<file path="src/include/ch1_consts.svh">
`ifndef CH1_CONSTS_SVH
`define CH1_CONSTS_SVH

// clk cycles per frequency timer tick
`define CH1_TIMER_DIV 4

// clk cycles per frame sequencer step, kept short for simulation
`define CH1_STEP_DIV 64

// cpu data bus width
`define CH1_DATA_W 8

`endif

</file>
<file path="src/source/ch1_pkg.sv">
package ch1_pkg;

	typedef logic [10:0] freq_t;    // channel frequency, nr13 plus nr14[2:0]
	typedef logic [3:0]  vol_t;     // volume and output sample
	typedef logic [5:0]  len_t;     // length counter
	typedef logic [1:0]  duty_t;    // duty select
	typedef logic [2:0]  period3_t; // sweep/envelope period, sweep shift

	// frame sequencer position
	typedef enum logic [2:0] {
		step_0,
		step_1,
		step_2,
		step_3,
		step_4,
		step_5,
		step_6,
		step_7
	} frame_step_t;

endpackage

</file>
<file path="src/source/ch1_duty_env.sv">
`timescale 1ns/1ps

module ch1_duty_env (
	input  logic              clk,
	input  logic              rst_n,
	input  logic              trig,
	input  logic [2:0]        duty_pos,
	input  ch1_pkg::duty_t    duty,
	input  ch1_pkg::vol_t     env_init,
	input  logic              env_up,
	input  ch1_pkg::period3_t env_period,
	input  logic              env_tick,
	input  logic              len_en,
	input  logic              len_load,
	input  ch1_pkg::len_t     len_data,
	input  logic              len_tick,
	input  logic              sweep_off,
	input  logic              dac_on,
	output ch1_pkg::vol_t     sample,
	output logic              active
);

	logic [7:0]        pattern;
	logic              duty_bit;
	ch1_pkg::vol_t     volume;
	ch1_pkg::period3_t env_cnt;
	ch1_pkg::len_t     len_cnt;
	logic              len_done;
	logic              len_expire;

	always_comb begin
		case (duty)
			2'd0:    pattern = 8'b0000_0001; // 12.5 %
			2'd1:    pattern = 8'b1000_0001; // 25 %
			2'd2:    pattern = 8'b1000_0111; // 50 %
			default: pattern = 8'b0111_1110; // 75 %
		endcase
	end

	assign duty_bit = pattern[3'd7 - duty_pos]; // msb first

	// length counts up from the loaded value, expires after 63
	assign len_expire = len_tick && len_en && !len_done && (len_cnt == 6'h3f);

	always_ff @(posedge clk) begin
		if (!rst_n) begin
			volume  <= '0;
			env_cnt <= '0;
		end else if (trig) begin
			volume  <= env_init;
			env_cnt <= env_period;
		end else if (env_tick && (env_period != 3'd0)) begin
			if (env_cnt <= 3'd1) begin
				env_cnt <= env_period;
				if (env_up && (volume != 4'hf))
					volume <= volume + 4'd1;
				else if (!env_up && (volume != 4'h0))
					volume <= volume - 4'd1;
			end else begin
				env_cnt <= env_cnt - 3'd1;
			end
		end
	end

	always_ff @(posedge clk) begin
		if (!rst_n) begin
			len_cnt  <= '0;
			len_done <= 1'b0;
		end else if (len_load) begin
			len_cnt  <= len_data;
			len_done <= 1'b0;
		end else if (trig && len_done) begin
			len_cnt  <= '0; // full 64 steps
			len_done <= 1'b0;
		end else if (len_tick && len_en && !len_done) begin
			if (len_cnt == 6'h3f) begin
				len_cnt  <= '0;
				len_done <= 1'b1;
			end else begin
				len_cnt <= len_cnt + 6'd1;
			end
		end
	end

	always_ff @(posedge clk) begin
		if (!rst_n)
			active <= 1'b0;
		else if (!dac_on || sweep_off || len_expire)
			active <= 1'b0;
		else if (trig)
			active <= 1'b1;
	end

	assign sample = (active && duty_bit) ? volume : 4'h0;

endmodule

</file>
<file path="src/source/ch1_frame_seq.sv">
`timescale 1ns/1ps
`include "ch1_consts.svh"

module ch1_frame_seq (
	input  logic clk,
	input  logic rst_n,
	output logic len_tick,
	output logic sweep_tick,
	output logic env_tick
);

	localparam int DIV_W = $clog2(`CH1_STEP_DIV);

	logic [DIV_W-1:0]     div_cnt;
	logic                 step_pulse;
	ch1_pkg::frame_step_t step;

	assign step_pulse = (div_cnt == DIV_W'(`CH1_STEP_DIV - 1));

	always_ff @(posedge clk) begin
		if (!rst_n) begin
			div_cnt <= '0;
			step    <= ch1_pkg::step_0;
		end else if (step_pulse) begin
			div_cnt <= '0;
			step    <= ch1_pkg::frame_step_t'(step + 3'd1); // wraps 7 -> 0
		end else begin
			div_cnt <= div_cnt + 1'b1;
		end
	end

	// ticks fire on the step pulse of the current step
	always_comb begin
		len_tick   = 1'b0;
		sweep_tick = 1'b0;
		env_tick   = 1'b0;
		if (step_pulse) begin
			case (step)
				ch1_pkg::step_0, ch1_pkg::step_4: len_tick = 1'b1;
				ch1_pkg::step_2, ch1_pkg::step_6: begin
					len_tick   = 1'b1;
					sweep_tick = 1'b1;
				end
				ch1_pkg::step_7: env_tick = 1'b1;
				default: ;
			endcase
		end
	end

endmodule

</file>
<file path="src/source/ch1_freq_timer.sv">
`timescale 1ns/1ps
`include "ch1_consts.svh"

module ch1_freq_timer (
	input  logic           clk,
	input  logic           rst_n,
	input  logic           trig,
	input  ch1_pkg::freq_t freq,
	output logic [2:0]     duty_pos
);

	localparam int PRE_W = $clog2(`CH1_TIMER_DIV);

	logic [PRE_W-1:0] pre_cnt;
	logic             tick;
	ch1_pkg::freq_t   cnt;
	logic             duty_step;

	assign tick      = (pre_cnt == PRE_W'(`CH1_TIMER_DIV - 1));
	assign duty_step = tick && (cnt == 11'h7ff); // wrap point

	// each duty position lasts (2048 - freq) ticks
	always_ff @(posedge clk) begin
		if (!rst_n) begin
			pre_cnt  <= '0;
			cnt      <= '0;
			duty_pos <= '0;
		end else if (trig) begin
			pre_cnt  <= '0;
			cnt      <= freq;
			duty_pos <= '0;
		end else begin
			if (tick)
				pre_cnt <= '0;
			else
				pre_cnt <= pre_cnt + 1'b1;
			if (duty_step) begin
				cnt      <= freq; // picks up any sweep write-back
				duty_pos <= duty_pos + 3'd1;
			end else if (tick) begin
				cnt <= cnt + 11'd1;
			end
		end
	end

endmodule

</file>
<file path="src/source/ch1_regs.sv">
`timescale 1ns/1ps
`include "ch1_consts.svh"

module ch1_regs (
	input  logic                    clk,
	input  logic                    rst_n,
	input  logic                    wr,
	input  logic                    rd,
	input  logic                    ff10,
	input  logic                    ff11,
	input  logic                    ff12,
	input  logic                    ff13,
	input  logic                    ff14,
	input  logic [`CH1_DATA_W-1:0]  wdata,
	input  logic                    wb_en,
	input  ch1_pkg::freq_t          wb_freq,
	output logic [`CH1_DATA_W-1:0]  rdata,
	output ch1_pkg::freq_t          freq,
	output ch1_pkg::duty_t          duty,
	output ch1_pkg::vol_t           env_init,
	output logic                    env_up,
	output ch1_pkg::period3_t       env_period,
	output ch1_pkg::period3_t       sweep_period,
	output logic                    sweep_down,
	output ch1_pkg::period3_t       sweep_shift,
	output logic                    len_en,
	output logic                    len_load,
	output ch1_pkg::len_t           len_data,
	output logic                    trig,
	output logic                    dac_on
);

	logic [4:0] sel;
	logic       one_sel;
	logic       we;
	logic [6:0] nr10;
	logic [7:0] nr12;

	assign sel     = {ff14, ff13, ff12, ff11, ff10};
	assign one_sel = (sel != 5'd0) && ((sel & (sel - 5'd1)) == 5'd0); // exactly one select
	assign we      = wr && one_sel;

	always_ff @(posedge clk) begin
		if (!rst_n) begin
			nr10     <= '0;
			duty     <= '0;
			nr12     <= '0;
			freq     <= '0;
			len_en   <= 1'b0;
			trig     <= 1'b0;
			len_load <= 1'b0;
			len_data <= '0;
		end else begin
			if (wb_en)
				freq <= wb_freq; // sweep write-back, cpu write below takes priority
			if (we && ff10)
				nr10 <= wdata[6:0];
			if (we && ff11) begin
				duty     <= wdata[7:6];
				len_data <= wdata[5:0];
			end
			if (we && ff12)
				nr12 <= wdata[7:0];
			if (we && ff13)
				freq[7:0] <= wdata[7:0];
			if (we && ff14) begin
				freq[10:8] <= wdata[2:0];
				len_en     <= wdata[6];
			end
			trig     <= we && ff14 && wdata[7]; // one cycle after the write
			len_load <= we && ff11;
		end
	end

	// readback with unused bits forced high
	always_comb begin
		rdata = '1;
		if (rd) begin
			case (sel)
				5'b00001: rdata = {1'b1, nr10};
				5'b00010: rdata = {duty, 6'h3f};
				5'b00100: rdata = nr12;
				5'b01000: rdata = 8'hff; // frequency is write only
				5'b10000: rdata = {1'b1, len_en, 6'h3f};
				default:  rdata = '1;
			endcase
		end
	end

	assign sweep_period = nr10[6:4];
	assign sweep_down   = nr10[3];
	assign sweep_shift  = nr10[2:0];
	assign env_init     = nr12[7:4];
	assign env_up       = nr12[3];
	assign env_period   = nr12[2:0];
	assign dac_on       = |nr12[7:3]; // dac powered when any of these set

endmodule

</file>
<file path="src/source/ch1_sweep.sv">
`timescale 1ns/1ps

module ch1_sweep (
	input  logic              clk,
	input  logic              rst_n,
	input  logic              trig,
	input  logic              sweep_tick,
	input  ch1_pkg::freq_t    freq,
	input  ch1_pkg::period3_t sweep_period,
	input  logic              sweep_down,
	input  ch1_pkg::period3_t sweep_shift,
	output logic              wb_en,
	output ch1_pkg::freq_t    wb_freq,
	output logic              sweep_off
);

	ch1_pkg::freq_t    shadow;
	ch1_pkg::period3_t per_cnt;
	logic              chk_pend;
	ch1_pkg::freq_t    delta;
	logic [11:0]       next_freq;
	logic              ovf;

	// shadow +/- shadow >> shift, one extra bit to catch overflow
	assign delta     = shadow >> sweep_shift;
	assign next_freq = sweep_down ? ({1'b0, shadow} - {1'b0, delta})
	                              : ({1'b0, shadow} + {1'b0, delta});
	assign ovf       = !sweep_down && next_freq[11]; // above 2047

	always_ff @(posedge clk) begin
		if (!rst_n) begin
			shadow    <= '0;
			per_cnt   <= '0;
			chk_pend  <= 1'b0;
			wb_en     <= 1'b0;
			wb_freq   <= '0;
			sweep_off <= 1'b0;
		end else begin
			wb_en     <= 1'b0;
			sweep_off <= 1'b0;
			if (trig) begin
				shadow   <= freq;
				per_cnt  <= sweep_period;
				chk_pend <= (sweep_shift != 3'd0); // overflow check next cycle
			end else begin
				chk_pend <= 1'b0;
				if (chk_pend && ovf)
					sweep_off <= 1'b1;
				if (sweep_tick) begin
					if (per_cnt <= 3'd1) begin
						per_cnt <= sweep_period;
						if (sweep_period != 3'd0) begin
							if (ovf) begin
								sweep_off <= 1'b1;
							end else if (sweep_shift != 3'd0) begin
								shadow  <= next_freq[10:0];
								wb_freq <= next_freq[10:0];
								wb_en   <= 1'b1; // regs take it on the next edge
							end
						end
					end else begin
						per_cnt <= per_cnt - 3'd1;
					end
				end
			end
		end
	end

endmodule

</file>
<file path="src/source/ch1_top.sv">
`timescale 1ns/1ps
`include "ch1_consts.svh"

module ch1_top (
	input  logic                   clk,
	input  logic                   rst_n,
	input  logic                   wr,
	input  logic                   rd,
	input  logic                   ff10,
	input  logic                   ff11,
	input  logic                   ff12,
	input  logic                   ff13,
	input  logic                   ff14,
	input  logic [`CH1_DATA_W-1:0] wdata,
	output logic [`CH1_DATA_W-1:0] rdata,
	output ch1_pkg::vol_t          sample,
	output logic                   active
);

	ch1_pkg::freq_t    freq;
	ch1_pkg::duty_t    duty;
	ch1_pkg::vol_t     env_init;
	logic              env_up;
	ch1_pkg::period3_t env_period;
	ch1_pkg::period3_t sweep_period;
	logic              sweep_down;
	ch1_pkg::period3_t sweep_shift;
	logic              len_en;
	logic              len_load;
	ch1_pkg::len_t     len_data;
	logic              trig;
	logic              dac_on;
	logic              wb_en;
	ch1_pkg::freq_t    wb_freq;
	logic              sweep_off;
	logic              len_tick;
	logic              sweep_tick;
	logic              env_tick;
	logic [2:0]        duty_pos;

	ch1_regs u_regs (
		.clk(clk), .rst_n(rst_n), .wr(wr), .rd(rd),
		.ff10(ff10), .ff11(ff11), .ff12(ff12), .ff13(ff13), .ff14(ff14),
		.wdata(wdata), .wb_en(wb_en), .wb_freq(wb_freq), .rdata(rdata),
		.freq(freq), .duty(duty), .env_init(env_init), .env_up(env_up),
		.env_period(env_period), .sweep_period(sweep_period), .sweep_down(sweep_down),
		.sweep_shift(sweep_shift), .len_en(len_en), .len_load(len_load),
		.len_data(len_data), .trig(trig), .dac_on(dac_on)
	);

	ch1_frame_seq u_frame_seq (
		.clk(clk), .rst_n(rst_n),
		.len_tick(len_tick), .sweep_tick(sweep_tick), .env_tick(env_tick)
	);

	ch1_sweep u_sweep (
		.clk(clk), .rst_n(rst_n), .trig(trig), .sweep_tick(sweep_tick), .freq(freq),
		.sweep_period(sweep_period), .sweep_down(sweep_down), .sweep_shift(sweep_shift),
		.wb_en(wb_en), .wb_freq(wb_freq), .sweep_off(sweep_off)
	);

	ch1_freq_timer u_freq_timer (
		.clk(clk), .rst_n(rst_n), .trig(trig), .freq(freq), .duty_pos(duty_pos)
	);

	ch1_duty_env u_duty_env (
		.clk(clk), .rst_n(rst_n), .trig(trig), .duty_pos(duty_pos), .duty(duty),
		.env_init(env_init), .env_up(env_up), .env_period(env_period),
		.env_tick(env_tick), .len_en(len_en), .len_load(len_load),
		.len_data(len_data), .len_tick(len_tick), .sweep_off(sweep_off),
		.dac_on(dac_on), .sample(sample), .active(active)
	);

endmodule
</file>
<file path="config.mk">
export PLATFORM = sky130hd
export DESIGN_NAME = ch1_top
export DESIGN_NICKNAME = d
export VERILOG_FILES = /design/src/source/ch1_pkg.sv /design/src/source/ch1_duty_env.sv /design/src/source/ch1_frame_seq.sv /design/src/source/ch1_freq_timer.sv /design/src/source/ch1_regs.sv /design/src/source/ch1_sweep.sv /design/src/source/ch1_top.sv
export VERILOG_INCLUDE_DIRS = /design/src /design/src/include
export SDC_FILE = /design/constraint.sdc
export NUM_CORES = 1
export LEC_CHECK = 0
export ABC_AREA = 1
export BUFFER_PORTS_ARGS = -buffer_cell sky130_fd_sc_hd__clkbuf_2
export CORE_ASPECT_RATIO = 0.7
export CORE_MARGIN = 4
export CORE_UTILIZATION = 23
export DETAILED_ROUTE_END_ITERATION = 10
export GPL_ROUTABILITY_DRIVEN = 1
export MAX_ROUTING_LAYER = met4
export PLACE_DENSITY = 0.38
export SYNTH_ARGS = -nofsm -noshare
export SYNTH_HDL_FRONTEND = slang
export SYNTH_SLANG_ARGS = --single-unit
</file>
<file path="constraint.sdc">
create_clock -name clk -period 3.25 [get_ports clk]
set_input_delay 0.1625 -clock clk [delete_from_list [all_inputs] [get_ports clk]]
set_output_delay 0.1625 -clock clk [all_outputs]
set_load 0.01 [all_outputs]
</file>
==> summary.md, run 1 <==
| Metric | Value |
|---|---|
| Status | `complete, but fails checks` |
| Failing checks | `negative setup slack` |
| IO Count | `30` |
| Slew Viols, Final | `0` |
| Largest net degree at the start of global routing | `52` |
| CP bufs+invs | `6` |
| Worst R2R Start | `u_regs.nr10[0]` |
| Initial antenna violation count | `0` |
| Clock sinks | `105` |
| Crit path largest cell delay | `0.37 ns` |
| Synth top area share | `33.5%` |
| Area leader, netlist | `dfxtp_1` |
| Startpoint types | `flip-flop` |
| Max stage delay cell, worst path | `dfxtp_4` |
| Power per cell area | `406 nW/um^2` |
| Clk pin slew, worst setup/hold paths | `0.08 ns` |
| ANT cells | `0` |
| Power Total | `3.30 mW` |
| Detailed Route WL | `21800 um` |
| Pre-Repair DR Iteration Count | `5` |
| Post-synthesis sequential area ratio | `33.5%` |
| Final Hold Violating Endpoints | `0` |
| Starting Density | `23.4%` |
| Synth cell types | `45` |
| Main synth FF type | `dfxtp_1` |
| Crit-path max FO | `7` |
| Vias in the first global route | `6024` |
| Worst Hold Launch | `wdata[7]` |
| Setup violators final | `1` |
| H-Tree Depth | `3` |
| Layout area overhead | `29.5%` |
| Std-Cell Rows | `50` |
| Setup slack after layout | `-0.00868 ns` |
| Max-Cap Viols | `0` |
| Root buffer cell | `clkbuf_16` |
| Delay-heaviest family, CP | `simple AND/OR/NAND/NOR gates` |
| Top cells by area, synth | `dfxtp_1 33%, nand2_1 12%, nand3_1 8.0%` |
| Setup Slack @ Placement | `-0.145 ns` |
| Chip width | `205 um` |
| Mapped Cells | `921` |
| CP required | `3.54 ns` |
| Global-route wire length before repair | `34400 um` |
| Post-synth EDFFs | `0` |
| CORE AREA | `26800 um^2` |
| GRT overflow | `0` |
| Final Critical Period | `3.26 ns` |
| CTS max path bufs | `2` |
| Remaining DRCs | `0` |
| RSZ-0062 raised after global routing | `true` |
| Syn avg cell area | `6.82 um^2` |
| Tcrit/Tclk final | `100%` |
| RD Place Congestion | `0.839` |
| WL/cell | `15.8 um` |
| Number of buffers created by CTS | `9` |
| Layout Skew | `0.00829 ns` |
| Total global routing track utilization | `14.9%` |
| DRT iter0 DRCs | `325` |
| Leak | `3.24 nW` |
| Synth Cell Area | `6280 um^2` |
| Placement-stage cell area | `7350 um^2` |
| Crit path launch | `u_regs.nr10[0]` |
| Layout cells sized above 1 | `22.3%` |
| Slew @ Worst Pin | `0.864 ns` |
| Ys async rst share | `0%` |
| Maximum VDD drop | `0.000294 V` |
| Worst Path Arrival | `3.54 ns` |
| Worst Hold Class | `in -> reg` |
| Most frequent CP cell | `nand2_1` |
| Max Freq | `307 MHz` |
| Final nets | `1065` |
| CP Capture Type | `flip-flop` |
| CTS tree | `done` |
| Die H | `146 um` |
| Design Area, Final | `8130 um^2` |
| DR vias | `6325` |
| Relative slew slack | `42.3%` |
| DIE AREA | `30000 um^2` |
| I/O Buffers | `29` |
| Yosys reg bits | `105` |
| Mapped Nets | `969` |
| CP Class | `reg -> reg` |
| Vias/cell | `4.57` |
| Worst-Skew Late Latency | `0.36 ns` |
| Post-route setup TNS | `-0.00868 ns` |
| Syn. warnings | `0` |
| Antenna-violating nets left | `0` |
| Hpwl dp | `16600 um` |
cells by family (layout without fill, tap and decap cells):
family | after synthesis | count (layout) | share of synthesized area, %
AND/OR/NAND/NOR | 410 | 411 | 28.6
AO/OA/AOI/OAI | 208 | 208 | 18.8
buffers and inverters | 141 | 240 | 9.05
flip-flops | 105 | 105 | 33.5
adder cells (fa/ha/maj) | 31 | 31 | 6.42
XOR/XNOR | 26 | 26 | 3.63
layer usage:
metal	GRT usage [%]	share of wire, %
met1	24.2	58
met2	19.2	38
met3	2.42	4.0
met4	2.04	0.68
met5	-	0
repair_timing:
item	in CTS	in global routing
pin swaps	14	38
hold buffers	0	0
gates cloned	1	1
resized for setup	46	53
setup endpoints to repair	22	24
setup buffers	2	3
tightest hold or removal path, cell delays in order:
cell and delay (ns):
clkbuf_2 0.16, nand2_1 0.09, nor2_1 0.04
placed cells by master (no fill, tap or decap), types with 14 or more instances in the layout:
master,n
a31oi_1,14
o21ai_0,60
nand2_1,186
buf_4,83
clkbuf_2,29
nand3_2,19
nand3_1,83
nor2_1,60
nand2_2,23
a21oi_1,80
xor2_1,17
dfxtp_1,100
ha_1,23
inv_1,95
cell usage after synthesis (3+ instances only):
| library cell | number |
|---|---|
| a21oi_1 | 87 |
| a221oi_1 | 3 |
| a31oi_1 | 14 |
| buf_2 | 7 |
| buf_4 | 4 |
| clkbuf_1 | 21 |
| clkinv_1 | 4 |
| dfxtp_1 | 105 |
| ha_1 | 29 |
| inv_1 | 97 |
| inv_2 | 4 |
| nand2_1 | 205 |
| nand2_2 | 7 |
| nand3_1 | 100 |
| nand3_2 | 4 |
| nand4_1 | 12 |
| nor2_1 | 63 |
| nor2_2 | 3 |
| nor3_1 | 9 |
| o2111ai_1 | 9 |
| o211ai_1 | 4 |
| o21ai_0 | 65 |
| o221ai_1 | 5 |
| o22ai_1 | 5 |
| o311ai_0 | 3 |
| o31ai_1 | 3 |
| xnor2_1 | 6 |
| xor2_1 | 20 |
report_power, final:
group          internal [mW]  total [mW]  leakage (nW)  switching [mW]
clock network          0.597        1.13         0.130           0.529
registers               1.31        1.32         0.851          0.0193
logic                  0.357       0.845          2.26           0.488
total                   2.26        3.30          3.24            1.04
per-stage QoR:
stage	utilization [%]	hold slack, ns	std cells
final	30.4	0.130	1385
after CTS	29.4	0.102	1381
after floorplan	-	0.282	921
after global placement	27.5	0.414	1363
after detailed placement	27.5	0.415	1363
after global routing	30.4	0.123	1385
final cells by class:
| type | count | area, um^2 |
|---|---|---|
| clock buffer | 9 | 225 |
| fill | 3016 | 18600 |
| tap | 364 | 455 |
| sequential | 105 | 2110 |
| multi-input combinational | 676 | 3990 |
| timing repair buffer | 120 | 871 |
| clock inverter | 6 | 68.8 |
| inverter | 105 | 402 |
worst paths after layout:
kind	to	slack, ns	cells past startpoint
setup reg to reg	u_sweep.shadow[8]	-0.009	25
hold reg to reg	u_freq_timer.pre_cnt[0]	0.43	1
setup / recovery	u_sweep.shadow[8]	-0.009	25
hold / removal	u_regs.trig	0.13	3
sequential cells by signal, indices dropped and copies added (netlist names), 3 cells and up:
| register | count |
|---|---|
| u_sweep.shadow | 11 |
| u_regs.freq | 11 |
| u_freq_timer.cnt | 11 |
| u_duty_env.len_cnt | 6 |
| u_frame_seq.step | 3 |
| u_sweep.per_cnt | 3 |
| u_regs.len_data | 6 |
| u_sweep.wb_freq | 11 |
| u_frame_seq.div_cnt | 6 |
| u_regs.nr12 | 8 |
| u_duty_env.volume | 4 |
| u_duty_env.env_cnt | 3 |
| u_freq_timer.duty_pos | 3 |
| u_regs.nr10 | 7 |
Power figures use the tool's default switching activity.
==> inputs of run 2 (changes only) <==
- CAP_MARGIN: default -> 5
- PLACE_DENSITY: 0.38 -> default
- PLACE_DENSITY_LB_ADDON: default -> 0.25
- clock period: 3.25 -> 2.74 ns (I/O delays scaled with it)
==> summary.md, run 2 (synthesized netlist as in run 1, its figures left out) <==
| Metric | Value |
|---|---|
| Maximum VDD drop | `0.000263 V (-11%)` |
| Setup slack after layout | `-0.485 ns (-0.477 ns)` |
| Leak | `3.37 nW (+3.9%)` |
| Tcrit/Tclk final | `118% (+17 points)` |
| Worst-Skew Late Latency | `0.36 ns (about the same)` |
| Max-Cap Viols | `0 (unchanged)` |
| Commonest cells after routing, fill and taps aside | `183 x nand2_1, 102 x dfxtp_1, 95 x inv_1, 93 x buf_4, 79 x a21oi_1` |
| Delay-heaviest family, CP | `simple AND/OR/NAND/NOR gates` |
| CP Capture Type | `flip-flop` |
| Most frequent CP cell | `nand2_2` |
| DR vias | `6499 (+2.8%)` |
| ANT cells | `0 (unchanged)` |
| Status | `complete, but fails checks` |
| Std-Cell Rows | `50 (unchanged)` |
| Global-route wire length before repair | `32600 um (-5.4%)` |
| CORE AREA | `26800 um^2 (unchanged)` |
| Post-route setup TNS | `-10.85 ns (-10.85 ns)` |
| CP required | `3.03 ns (-0.51 ns)` |
| Worst path cell trace | `buf_12 -> nand2_2 -> nand3_2 -> nand2_1 -> nand2_1 -> nand2_2 -> ha_4 -> buf_6 -> nand4_1 -> nand3b_1 -> nand2_1 -> xor2_1 -> inv_1 -> ha_4 -> nand2_2 -> o21a_1 -> nand3_2 -> inv_2 -> nand2_2 -> nand3_4 -> nand2_8 -> buf_8 -> nand3_2 -> a21oi_2` |
| RSZ-0062 raised after global routing | `true` |
| Startpoint types | `flip-flop` |
| Placement-stage cell area | `7410 um^2 (+0.73%)` |
| Detailed Route WL | `20600 um (-5.4%)` |
| Final Hold Violating Endpoints | `0 (unchanged)` |
| Power Total | `3.91 mW (+19%)` |
| Power per cell area | `472 nW/um^2 (+16%)` |
| Final nets | `1075 (+0.94%)` |
| CTS max path bufs | `2 (unchanged)` |
| Pre-Repair DR Iteration Count | `5 (unchanged)` |
| H-Tree Depth | `3 (unchanged)` |
| Total global routing track utilization | `14.0% (-0.93 points)` |
| Max stage delay cell, worst path | `dfxtp_4` |
| Layout cells sized above 1 | `23.5% (+1.2 points)` |
| Final Critical Period | `3.23 ns (-0.0332 ns)` |
| Max Freq | `310 MHz (+1.0%)` |
| Worst R2R Start | `u_regs.nr10[0]` |
| Worst Path Arrival | `3.51 ns (-0.03 ns)` |
| Failing checks | `negative setup slack` |
| Crit path largest cell delay | `0.40 ns (+0.03 ns)` |
| RD Place Congestion | `0.846 (+0.85%)` |
| Slew @ Worst Pin | `0.660 ns (-0.204 ns)` |
| Clock sinks | `105 (unchanged)` |
| Worst Hold Class | `in -> reg` |
| CTS tree | `done` |
| I/O Buffers | `29 (unchanged)` |
| Relative slew slack | `55.6% (+13 points)` |
| Layout area overhead | `32.0%` |
| WL/cell | `14.8 um (-6.1%)` |
| Clk pin slew, worst setup/hold paths | `0.08 ns (about the same)` |
| Setup violators final | `24 (+23)` |
| Crit path launch | `u_regs.nr10[0]` |
| Slew Viols, Final | `0 (unchanged)` |
| Post-Layout Cell Count | `1396 (+0.79%)` |
| CP bufs+invs | `5 (-1)` |
| Chip width | `205 um (unchanged)` |
| Placed insts | `1364 (+0.073%)` |
| Starting Density | `23.4% (unchanged)` |
| Design Area, Final | `8280 um^2 (+1.9%)` |
| Worst Hold Launch | `wdata[7]` |
| Setup Slack @ Placement | `-0.648 ns (-0.503 ns)` |
| Hpwl dp | `15500 um (-6.7%)` |
| Crit-path max FO | `7 (unchanged)` |
| GRT overflow | `0 (unchanged)` |
| Remaining DRCs | `0 (unchanged)` |
| Vias/cell | `4.66 (+1.9%)` |
| IO Count | `30 (unchanged)` |
| CP Class | `reg -> reg` |
| Layout Skew | `0.0134 ns (+0.00511 ns)` |
| Root buffer cell | `clkbuf_16` |
| Number of buffers created by CTS | `9 (unchanged)` |
| Die H | `146 um (unchanged)` |
| DRT iter0 DRCs | `443 (+36%)` |
| Vias in the first global route | `5938 (-1.4%)` |
| Largest net degree at the start of global routing | `53 (+1.9%)` |
| Initial antenna violation count | `0 (unchanged)` |
| DIE AREA | `30000 um^2 (unchanged)` |
| Commonest non-fill, non-tap cell in the layout | `nand2_1` |
| Antenna-violating nets left | `0 (unchanged)` |
-- run 2: final cells by class --
class | count | area [um^2]
timing repair buffer | 130 | 962
multi-input combinational | 675 | 4030
fill | 2955 | 18500
inverter | 105 | 404
clock buffer | 12 | 256
timing repair inverter | 1 | 6.26
tap | 364 | 455
sequential | 105 | 2110
clock inverter | 4 | 56.3
-- run 2: repair_timing --
action,CTS,global route
resized for setup,59,44
endpoints found under the setup margin,24,24
pin swaps,41,41
endpoints found under the hold margin,0,0
hold buffers,0,0
gates cloned,2,0
buffers inserted,6,8
-- run 2: tightest hold or removal path: cells and delay by family --
kind	cells	cell delay (ns)
simple gates	2	0.11
buf+inv	1	0.13
-- run 2: per-layer routing --
| metal | vias to the layer above | GRT usage (%) | wire length (um) |
|---|---|---|---|
| met5 | - | - | 0 |
| met4 | 0 | 2.21 | 134 |
| met3 | 11 | 2.53 | 1000 |
| met2 | 137 | 18.6 | 8500 |
| met1 | 3035 | 21.9 | 11000 |
| li1 | 3316 | - | - |
-- run 2: power by group --
part           internal, mW  switching, mW  leakage [nW]
clock network         0.769          0.620         0.154
registers              1.55         0.0232         0.850
logic                 0.396          0.552          2.36
-- run 2: worst paths after layout --
check / end / slack (ns) / depth (start not counted)
setup reg to reg: u_sweep.shadow[9] / -0.49 / 24
setup / recovery: u_sweep.shadow[9] / -0.49 / 24
hold / removal: u_regs.trig / 0.06 / 3
hold reg to reg: u_freq_timer.pre_cnt[0] / 0.43 / 1
-- run 2: through the flow --
stage | hold WS, ns | util [%]
finish | 0.0552 | 30.9
global route | 0.0625 | 30.9
CTS | 0.0399 | 29.9
detailed placement | 0.411 | 27.7
global placement | 0.415 | 27.7
floorplan | 0.256 | -
